===== config.mk =====
export PLATFORM = sky130hd
export DESIGN_NAME = uart_console_top
export DESIGN_NICKNAME = d
export VERILOG_FILES = /design/src/rtl/uart_console_pkg.sv /design/src/rtl/rx_line_filter.sv /design/src/rtl/uart_rx_fsm.sv /design/src/rtl/console_decoder.sv /design/src/rtl/uart_console_top.sv
export SDC_FILE = /design/constraint.sdc
export NUM_CORES = 1
export LEC_CHECK = 0
export BUFFER_PORTS_ARGS = -buffer_cell sky130_fd_sc_hd__buf_2
export CELL_PAD_IN_SITES_DETAIL_PLACEMENT = 0
export CELL_PAD_IN_SITES_GLOBAL_PLACEMENT = 1
export CORE_MARGIN = 2
export CORE_UTILIZATION = 47
export DETAILED_ROUTE_END_ITERATION = 16
export GPL_TIMING_DRIVEN = 0
export PLACE_DENSITY = 0.74
export SYNTH_ARGS = -nofsm -noshare
export SYNTH_HDL_FRONTEND = slang
export SYNTH_SLANG_ARGS = --single-unit

===== constraint.sdc =====
create_clock -name rvx_signal_6 -period 1.8 [get_ports rvx_signal_6]
set_clock_uncertainty 0.05 [all_clocks]
set_input_delay 0.09 -clock rvx_signal_6 [delete_from_list [all_inputs] [get_ports rvx_signal_6]]
set_output_delay 0.09 -clock rvx_signal_6 [all_outputs]
set_load 0.1 [all_outputs]

===== src/rtl/uart_console_pkg.sv =====
// UART console shared types
`default_nettype none

package uart_console_pkg;

	// ******************************
	// Serial timing
	// ******************************

	// Clock cycles per serial bit
	localparam int SAMPLE_RATE = 4;
	localparam int HALF_BIT = SAMPLE_RATE / 2;

	// Consecutive low samples before the line counts as low
	localparam int FILTER_LEN = 3;

	// Width of the receiver bit-period counter
	localparam int SAMPLE_CNT_W = $clog2(SAMPLE_RATE);

	// The low-run filter has already used part of the start bit when it reports the edge,
	// so mid-bit comes sooner than HALF_BIT after detection
	localparam int START_WAIT = HALF_BIT - (FILTER_LEN - 1) / 2;

	// Console control bytes
	localparam logic [7:0] CHAR_EOT = 8'h04;
	localparam logic [7:0] CHAR_CR = 8'h0D;

	// ******************************
	// Types
	// ******************************

	typedef enum logic [1:0] {IDLE, START, DATA, STOP} rx_state_e;

	typedef enum logic [1:0] {OP_PRINT, OP_DROP, OP_FINISH} console_op_e;

	// One received 8N1 frame
	typedef struct packed {
		logic [7:0] data;
		logic       stop_ok;
	} rx_frame_t;

	// Decoded console character
	typedef struct packed {
		console_op_e op;
		logic [7:0]  data;
	} console_char_t;

endpackage

`default_nettype wire


===== src/rtl/rx_line_filter.sv =====
// Serial line synchronizer and filter
`timescale 1ns/1ps
`default_nettype none

module rx_line_filter import uart_console_pkg::*; (
	input  logic rvx_signal_6,
	input  logic rst_n,
	input  logic uart_rx,
	output logic line_low
);

	// Two flops against metastability
	logic [1:0] sync_q;

	// Previous synchronized samples, newest in bit 0
	logic [FILTER_LEN-2:0] hist_q;

	logic all_low;

	// Newest sample and the whole history must be low
	assign all_low = ~|{hist_q, sync_q[1]};

	// ******************************
	// Sync and low-run history
	// ******************************

	always_ff @(posedge rvx_signal_6 or negedge rst_n) begin
		if (!rst_n) begin
			// Idle line is high
			sync_q   <= 2'b11;
			hist_q   <= '1;
			line_low <= 1'b0;
		end else begin
			sync_q    <= {sync_q[0], uart_rx};
			hist_q[0] <= sync_q[1];
			for (int i = 1; i < FILTER_LEN - 1; i++) begin
				hist_q[i] <= hist_q[i-1];
			end
			// Rises after a full low run, falls on the first high sample
			line_low  <= all_low;
		end
	end

endmodule

`default_nettype wire


===== src/rtl/uart_rx_fsm.sv =====
// 8N1 oversampling frame receiver
`timescale 1ns/1ps
`default_nettype none

module uart_rx_fsm import uart_console_pkg::*; (
	input  logic      rvx_signal_6,
	input  logic      rst_n,
	input  logic      line_low,
	output rx_frame_t frame,
	output logic      frame_valid
);

	rx_state_e               state_q;
	logic [SAMPLE_CNT_W-1:0] cnt_q;
	logic [2:0]              bit_idx_q;
	logic [7:0]              shift_q;
	logic                    line_low_q;
	logic                    start_edge;
	logic                    sample_now;

	// Line going low after idle or a stop bit
	assign start_edge = line_low & ~line_low_q;

	// Counter runs down to the next sample point
	assign sample_now = (cnt_q == '0);

	// ******************************
	// Frame state machine
	// ******************************

	always_ff @(posedge rvx_signal_6 or negedge rst_n) begin
		if (!rst_n) begin
			state_q     <= IDLE;
			cnt_q       <= '0;
			bit_idx_q   <= '0;
			line_low_q  <= 1'b0;
			frame_valid <= 1'b0;
		end else begin
			line_low_q  <= line_low;
			frame_valid <= 1'b0;
			case (state_q)
			IDLE: begin
				if (start_edge) begin
					state_q <= START;
					cnt_q   <= SAMPLE_CNT_W'(START_WAIT - 1);
				end
			end
			START: begin
				if (sample_now) begin
					// Start bit must still be low at mid-bit
					if (line_low) begin
						state_q   <= DATA;
						cnt_q     <= SAMPLE_CNT_W'(SAMPLE_RATE - 1);
						bit_idx_q <= '0;
					end else begin
						state_q <= IDLE;
					end
				end else begin
					cnt_q <= cnt_q - 1'b1;
				end
			end
			DATA: begin
				if (sample_now) begin
					cnt_q     <= SAMPLE_CNT_W'(SAMPLE_RATE - 1);
					bit_idx_q <= bit_idx_q + 3'd1;
					if (bit_idx_q == 3'd7) begin
						state_q <= STOP;
					end
				end else begin
					cnt_q <= cnt_q - 1'b1;
				end
			end
			STOP: begin
				if (sample_now) begin
					frame_valid <= 1'b1;
					state_q     <= IDLE;
				end else begin
					cnt_q <= cnt_q - 1'b1;
				end
			end
			default: begin
				state_q <= IDLE;
			end
			endcase
		end
	end

	// ******************************
	// Data path
	// ******************************

	always_ff @(posedge rvx_signal_6) begin
		// LSB first, so shift in from the top
		if (state_q == DATA && sample_now) begin
			shift_q <= {~line_low, shift_q[7:1]};
		end
		if (state_q == STOP && sample_now) begin
			frame.data    <= shift_q;
			frame.stop_ok <= ~line_low;
		end
	end

endmodule

`default_nettype wire


===== src/rtl/console_decoder.sv =====
// Console character decoder
`timescale 1ns/1ps
`default_nettype none

module console_decoder import uart_console_pkg::*; (
	input  logic          rvx_signal_6,
	input  logic          rst_n,
	input  rx_frame_t     frame,
	input  logic          frame_valid,
	output console_char_t char_out,
	output logic          char_valid,
	output logic          core_finish,
	output logic [7:0]    frame_err_count
);

	console_op_e op;
	logic        accept;

	// Map the received byte to a console operation
	always_comb begin
		case (frame.data)
		CHAR_EOT: op = OP_FINISH;
		CHAR_CR:  op = OP_DROP;
		default:  op = OP_PRINT;
		endcase
	end

	// Nothing gets through once finished
	assign accept = frame_valid & ~core_finish;

	// ******************************
	// Status and strobe
	// ******************************

	always_ff @(posedge rvx_signal_6 or negedge rst_n) begin
		if (!rst_n) begin
			char_valid      <= 1'b0;
			core_finish     <= 1'b0;
			frame_err_count <= '0;
		end else begin
			char_valid <= 1'b0;
			if (accept) begin
				if (!frame.stop_ok) begin
					// Saturating error count
					if (frame_err_count != 8'hff) begin
						frame_err_count <= frame_err_count + 8'd1;
					end
				end else begin
					char_valid <= (op == OP_PRINT);
					if (op == OP_FINISH) begin
						core_finish <= 1'b1;
					end
				end
			end
		end
	end

	// Character payload for good frames
	always_ff @(posedge rvx_signal_6) begin
		if (accept && frame.stop_ok) begin
			char_out <= '{op: op, data: frame.data};
		end
	end

endmodule

`default_nettype wire


===== src/rtl/uart_console_top.sv =====
// UART console monitor top
`timescale 1ns/1ps
`default_nettype none

module uart_console_top import uart_console_pkg::*; (
	input  logic          rvx_signal_6,
	input  logic          rst_n,
	input  logic          uart_rx,
	output console_char_t char_out,
	output logic          char_valid,
	output logic          core_finish,
	output logic [7:0]    frame_err_count
);

	logic      line_low;
	rx_frame_t frame;
	logic      frame_valid;

	// ******************************
	// Line filter
	// ******************************

	rx_line_filter u_filter (
		.rvx_signal_6 (rvx_signal_6),
		.rst_n        (rst_n),
		.uart_rx      (uart_rx),
		.line_low     (line_low)
	);

	// ******************************
	// Frame receiver
	// ******************************

	uart_rx_fsm u_rx (
		.rvx_signal_6 (rvx_signal_6),
		.rst_n        (rst_n),
		.line_low     (line_low),
		.frame        (frame),
		.frame_valid  (frame_valid)
	);

	// Byte to console operation
	console_decoder u_decoder (
		.rvx_signal_6    (rvx_signal_6),
		.rst_n           (rst_n),
		.frame           (frame),
		.frame_valid     (frame_valid),
		.char_out        (char_out),
		.char_valid      (char_valid),
		.core_finish     (core_finish),
		.frame_err_count (frame_err_count)
	);

endmodule

`default_nettype wire


==> reports/results.txt, run 1 <==
The most used flip-flop cell after synthesis is sky130_fd_sc_hd__edfxtp_1. Synthesis instantiated 38 different standard cells from the library. The detail route stage leaves a number of antenna-violating nets equal to 0. The total of cells resized after clock tree synthesis was 0. The largest family of logic cells by synthesized area is simple AND/OR/NAND/NOR gates. The maximum clock rate is 593 MHz.

The synthesized netlist devotes 6.75% of its cell area to compound gates. The setup check on the worst reg-to-reg path leaves a slack of 0.11 ns. The tree built by TritonCTS fans out to 51 sinks. The worst register-to-register path begins at u_rx.state_q[0]. In this run, synthesis produced a sequential element count of 51.

The clock tree synthesis step divided the H-tree into 2 levels. The clock-pin slew on the worst setup and hold paths works out to 0.08 ns. The tools report the worst voltage drop across the vdd grid as 696 uV. The share of the Yosys chip area taken by registers is 69.5%. Cells with a size suffix above 1 make up 28.8% of the layout. The final critical path takes up 93.6% of the cycle. The detailed-routing iteration count for the pre-antenna-repair pass came out at 4. The tools report the max-slew headroom at the worst pin as 64.4%. Setup repair after global routing left no endpoint under its margin. Fill cells in the final layout number 337. For the initial antenna violation count, the log shows 0. Entering global routing, the biggest net connects 25 pins. For this run, the share of the core covered by cells in the final layout is 58.3%.

The width of the chip was 69.9 um. Of the total synthesized cell area, the portion taken by XOR and XNOR cells is 1.72%. Wires add up to 2.99 mm.

The last weighted congestion value of the routability-driven placer is 0.834, and the total count of max-transition violations in the final report is 0. The via count of the first global-routing pass was 1134. Required time of the critical path: 1.93 ns. The commonest non-fill, non-tap cell in the layout is sky130_fd_sc_hd__edfxtp_1. The run gives 0 as the number of endpoints with negative hold slack in the final report. Setup violation total in the final timing report: 0.

The path class of the tightest hold or removal check is input port to asynchronous set/reset pin. For the final setup TNS, the log shows 0 ns. In this run the deepest clock path goes through 2 buffers. In this run switching power makes up 31.2% of total power. For the pin with the worst max-slew slack, the measured transition is 0.534 ns. Via density per instance: 5.14.

In this run the clock root is driven by a sky130_fd_sc_hd__clkbuf_8. The mux share of post-synthesis cell area works out to 2.76%. The share of total power dissipated in the clock network is 27.8%.

The simple-gate portion of the synthesized area works out to 11.2%. The tools report the combinational power share as 26.0%. In the final routed layout, each cell accounts on average for 13.6 um.

Compared with the post-synthesis result, the final layout area differs by 16.9%. The number of cell instances on the worst register-to-register path is 6, and the clock network latency to the later pin of the worst-skew pair is 0.29 ns. The clock period could shrink to 1.69 ns.

The proportion of synthesized flip-flops having asynchronous set or reset was 47.1%. Of all nets on the critical path, the largest fanout is 4. The total overflow left after global routing is 0. The first global-routing pass estimated 5.22 mm of wire. The worst setup path is launched from a flop. After detailed routing, the number of remaining DRC violations is 0. The die covers 4880 um^2. For the number of cells produced by synthesis, the log shows 137. The CTS buffer count was 5. During synthesis, Yosys emitted a total of 0 warnings. In the global route stage, overall resource usage came out at 13.4%. Summed over all cells, the static leakage comes to 0.987 nW. The violation count after the first detailed-route iteration came out at 51. The tool flagged a number of max-cap violations equal to 0. The die is 69.9 um tall. The combined area of all synthesized cells is 2040 um^2, and the floorplan core area is 4090 um^2. TritonCTS built the clock tree.

For this design the ratio of total power to cell area is 1350 nW/um^2. For the worst setup path, the data arrival time is 1.81 ns. The count of buffers added on input and output ports is 22. The flow ran to the end, and the final reports show no timing, DRC or antenna violations. The run gives 49.9% as the starting density of the core.

23 I/O pins were placed. For this block, the via count after detailed routing is 1131. In the layout the commonest cells are sky130_fd_sc_hd__edfxtp_1, sky130_fd_sc_hd__buf_2, sky130_fd_sc_hd__nand2_1, sky130_fd_sc_hd__ha_1, sky130_fd_sc_hd__dfrtp_1. Cell-internal power: 2.21 mW.

Summed over all nets, the switching power comes to 1.00 mW. The adder and majority cell fraction of the synthesized area was 6.75%; the number of standard-cell rows in the floorplan was 23. The relative contribution of sequential cells to total power came out at 46.2%. STA classifies the critical path endpoint as a flop. The number of antenna diodes in the final layout is 0.

Startpoint-to-endpoint class of the critical path: flop to flop. The total nets after synthesis is 151. In the final design database the tool counted 183 nets.

In this run, synthesis inferred 27 flip-flops with an integrated enable. The per-instance average area after synthesis was 14.9 um^2; the half-perimeter wire length of the detailed placement result was 2.17 mm.
layout make-up:
class | instances | area (um^2) | share of cell area (%)
flip-flops and latches | 51 | 1430 | 59.9
multi-input cells | 79 | 596 | 25.0
repair buffers | 25 | 138 | 5.78
clock buffers | 6 | 72.6 | 3.05
well taps | 50 | 62.6 | 2.63
clock inverters | 2 | 60.1 | 2.52
inverters | 7 | 26.3 | 1.10
metal layers:
metal  GRT usage [%]  routed length [um]  vias up
met5               0                   0        -
met4            4.49                  24        0
met3            4.18                 136        2
met2            23.5                1550       28
met1            15.7                1280      545
li1                -                   -      556
synth_stat cells (all sizes together) (2+ instances only):
library cell / number / area share [%]
nand3: 2 / 0.49
edfxtp: 27 / 40
o21ai: 9 / 2.4
dfstp: 4 / 5.2
a21oi: 3 / 0.74
nand2b: 2 / 0.61
a22oi: 2 / 0.74
mux2: 5 / 2.8
ha: 11 / 6.8
xnor2: 3 / 1.3
nor3: 3 / 1.2
inv: 7 / 1.3
nand4: 2 / 0.92
dfrtp: 20 / 25
nand2: 11 / 2.0
nor2: 6 / 1.1
and2: 3 / 0.92
logic make-up after synthesis:
family,Yosys count
AO/OA/AOI/OAI,21
XOR/XNOR,4
adder cells (fa/ha/maj),11
buffers and inverters,7
flip-flops,51
multiplexers,5
AND/OR/NAND/NOR,38
stage by stage:
step	power, mW	instances	area [um^2]	hold WS (ns)	setup WS [ns]
detailed placement	2.33	209	2220	0.0584	0.0632
floorplan	2.16	137	2050	-0.256	0.0266
CTS	3.23	219	2370	0.271	0.0490
global route	3.39	220	2380	0.302	0.0153
finish	3.22	220	2380	0.258	0.115
global placement	2.30	209	2220	0.0494	0.0972
worst max-delay path: stages (launching register included):
cell                       delay, ns
sky130_fd_sc_hd__dfrtp_1        0.38
sky130_fd_sc_hd__inv_1          0.10
sky130_fd_sc_hd__ha_1           0.25
sky130_fd_sc_hd__nor3_2         0.21
sky130_fd_sc_hd__nor2_1         0.08
sky130_fd_sc_hd__nand4b_1       0.18
sky130_fd_sc_hd__mux2_1         0.33
power groups by stage:
stage	registers (mW)	logic, mW	clock network, mW
2_1_floorplan	1.72	0.435	0
3_3_place_gp	1.50	0.793	0
3_5_place_dp	1.52	0.816	0
4_1_cts	1.49	0.820	0.917
5_1_grt	1.50	0.927	0.961
6_report	1.49	0.835	0.895
how the worst max path moves through the flow:
stage                                            start                            to  slack, ns  cells past startpoint
final                                  u_rx.state_q[0]                          flop       0.11                      6
after global routing                   u_rx.state_q[0]                          flop       0.02                      6
after CTS                              u_rx.state_q[0]                          flop       0.05                      6
after detailed placement               u_rx.state_q[0]                          flop       0.06                      6
after global placement                 u_rx.state_q[0]                          flop        0.1                      6
after floorplan           u_decoder.frame_err_count[4]  u_decoder.frame_err_count[1]       0.03                      4
sequential cells by signal, indices dropped and copies added (netlist names), 2 cells and up, named ones only:
signal,cells
u_rx.shift_q,8
u_decoder.frame_err_count,8
u_decoder.char_out,10
u_filter.sync_q,2
u_rx.cnt_q,2
u_rx.frame,9
u_rx.bit_idx_q,3
u_filter.hist_q,2
what timing repair did:
action / in CTS / in global routing
setup buffers: 0 / 1
hold buffers: 2 / 0
hold endpoints to repair: 21 / 0
endpoints found under the setup margin: 0 / 1
Note: power is estimated with default switching activity, not from simulation.
==> run 2: changes to the inputs <==
--- a/config.mk
+++ b/config.mk
@@ -8,11 +8,12 @@
 export BUFFER_PORTS_ARGS = -buffer_cell sky130_fd_sc_hd__buf_2
 export CELL_PAD_IN_SITES_DETAIL_PLACEMENT = 0
 export CELL_PAD_IN_SITES_GLOBAL_PLACEMENT = 1
+export CORE_ASPECT_RATIO = 0.5
 export CORE_MARGIN = 2
 export CORE_UTILIZATION = 47
 export DETAILED_ROUTE_END_ITERATION = 16
 export GPL_TIMING_DRIVEN = 0
-export PLACE_DENSITY = 0.74
+export PLACE_DENSITY_LB_ADDON = 0.1
 export SYNTH_ARGS = -nofsm -noshare
 export SYNTH_HDL_FRONTEND = slang
 export SYNTH_SLANG_ARGS = --single-unit
==> run 2 against run 1 <==
Net effect: final cell count up 2.3%; register-to-register slack gained 0.02 ns; sequential cell count stayed put.
==> reports/results.txt, run 2 (synthesized netlist as in run 1, its figures left out) <==
The final period demand of the worst path was 1.67 ns. For the pin with the worst max-slew slack, the measured transition is 0.531 ns. The reg2reg setup slack was 0.13 ns; the detailed-routing iteration count for the pre-antenna-repair pass was 4. The initial utilization of the core area, before any placement, comes to 50.7%. The flow ran to the end, and the final reports show no timing, DRC or antenna violations. The total count of max-transition violations in the final report is 0, and the initial antenna violation count is 0. With fillers left out, the area of the finished cells amounts to 2390 um^2. The repair_antennas step left the layout with diodes totalling 0.

The arrival time at the worst endpoint came out at 1.80 ns. Dividing the detail-routed via count by the number of cells gives 4.96. The tools report the overall routed net length as 3.01 mm. The pre-CTS setup slack is 0.0853 ns, and the final net count is 184.

Number of endpoints with negative hold slack in the final report: 0. Compared with the post-synthesis result, the final layout area differs by 17.1%. Summed over all failing endpoints, the final setup total negative slack is 0 ns.

Violation count after the first detailed-route iteration: 16. Number of flip-flops in the largest register: 10. Startpoint-to-endpoint class of the critical path: flop to flop. Based on the critical path, the design can be clocked at up to 600 MHz. The width of the chip was 97.1 um; the total power divided by cell area was 1320 nW/um^2. The count of nets left with antenna violations once routing finished came out at 0. Of the cells placed in the final design, the portion with a size suffix greater than 1 is 32.7%. After floorplanning, the core was divided into 16 placement rows.

The routed length per placed instance works out to 13.4 um. The cell count after placement was 213; the number of H-tree levels was 2. In the routed design, unresolved DRC markers number 0.

The category of the worst setup path capture point was a flop. The library cell appearing most often on the critical path is sky130_fd_sc_hd__buf_4. Chip height: 50.6 um. The CTS buffer count is 5. TritonCTS built the clock tree.

The combined global-route utilization of all metal layers is 13.2%. The worst voltage drop across the vdd grid came out at 621 uV. Clock-pin slew was measured on the worst setup and hold paths at 0.09 ns. Register name with the most flops: u_decoder.char_out.

The die covers 4910 um^2. The worst-case setup margin in the final layout is 0.134 ns, and the maximum count of clock buffers along a single path is 2. After global routing the overflow that remains totals 0. In this run the worst hold path is classified as input port to asynchronous set/reset pin. After filler insertion, the fill cell instance count of the layout stands at 320.

Of all nets on the critical path, the largest fanout is 5. Cell at the slowest stage of the critical path: sky130_fd_sc_hd__dfrtp_2. Traced cell by cell, the critical path runs through buf_4 > buf_4 > ha_1 > nand2b_1 > nand4b_1 > mux2_1. The critical path runs through a total of 6 cells.

For this design the top-level I/O count stands at 23. Across all layers, the routed design uses 1115 vias. Once detailed placement completed, the half-perimeter wirelength came to 2.05 mm.

Leaving out filler cells and counting taps, the final layout contains 225. The number of buffers and inverters on the critical path is 2. For the floorplan core area, the log shows 4020 um^2. Leakage power figure: 0.973 nW.

At the end of the flow the core is filled with cells to 59.3%. The required time of the critical path came out at 1.94 ns. The tools report the TritonCTS sink count as 51. Leaving out fill and tap cells, the most frequent cells in the layout are sky130_fd_sc_hd__edfxtp_1, sky130_fd_sc_hd__buf_2, sky130_fd_sc_hd__nand2_1, sky130_fd_sc_hd__dfrtp_2, sky130_fd_sc_hd__dfrtp_1.

Setup repair after global routing left no endpoint under its margin. The area of placed instances came out at 2230 um^2. The logs give 64.6% for the max-slew headroom at the worst pin and 0 for the number of max-cap violations. For this run, the slowest stage of the critical path takes 0.43 ns.

In the final layout, flip-flops and latches occupy 1430 um^2. Pin count of the biggest net entering global routing: 25. The first-pass GRT wire length is 4.97 mm. Broken down by cell family, the worst path's largest delay share belongs to flip-flops. STA classifies the critical path startpoint as a flop. Commonest non-fill, non-tap cell in the layout: sky130_fd_sc_hd__edfxtp_1. The largest registers in the layout are u_decoder.char_out x10, u_rx.frame x9. In the finished design, the share of the clock period the worst path needs comes to 92.6%.

At the end of routability-driven placement, the weighted congestion stood at 0.742. The via count of the first global-routing pass was 1056. Setup violations remaining at the end of the flow were counted as 0. Final hold analysis gives a worst-case slack of 0.235 ns. Buffers placed on the I/O ports in this run total 22.

The clock root buffer is sky130_fd_sc_hd__clkbuf_8. Clock latency on the worst-skew pair, taken at its later pin, is 0.30 ns. In the final layout, the multi-input gates occupy 603 um^2. Counting cells, the worst reg-to-reg path comes to 6. Power comes to 3.14 mW.
[run 2: cell type report]
class	count	share of cell area (%)
Inverter	7	1.10
Multi-Input combinational cell	79	25.3
Clock buffer	5	2.88
Clock inverter	3	1.94
Sequential cell	51	59.9
Tap cell	54	2.83
Timing Repair Buffer	26	6.08
[run 2: where the power goes]
group	switching (mW)	internal, mW
combinational	0.572	0.283
clock	0.380	0.419
sequential	0.0940	1.40
[run 2: metal layers]
layer / up-vias / track usage (%) / wire length (um)
li1: 559 / - / -
met5: - / 0 / 0
met1: 528 / 17.8 / 1590
met2: 21 / 19.9 / 1220
met4: 0 / 4.93 / 43
met3: 7 / 4.74 / 147
[run 2: repair_timing]
action / CTS / global route
resized for setup: 0 / 5
endpoints found under the setup margin: 0 / 1
hold buffers: 2 / 0
buffers inserted: 0 / 2
hold endpoints to repair: 21 / 0
[run 2: worst max-delay path by stage]
stage | to | slack, ns
after global routing | flop | 0.03
after CTS | flop | 0.06
after detailed placement | flop | 0.09
after global placement | flop | 0.07
after floorplan | u_decoder.frame_err_count[1] | 0.03
final | flop | 0.13
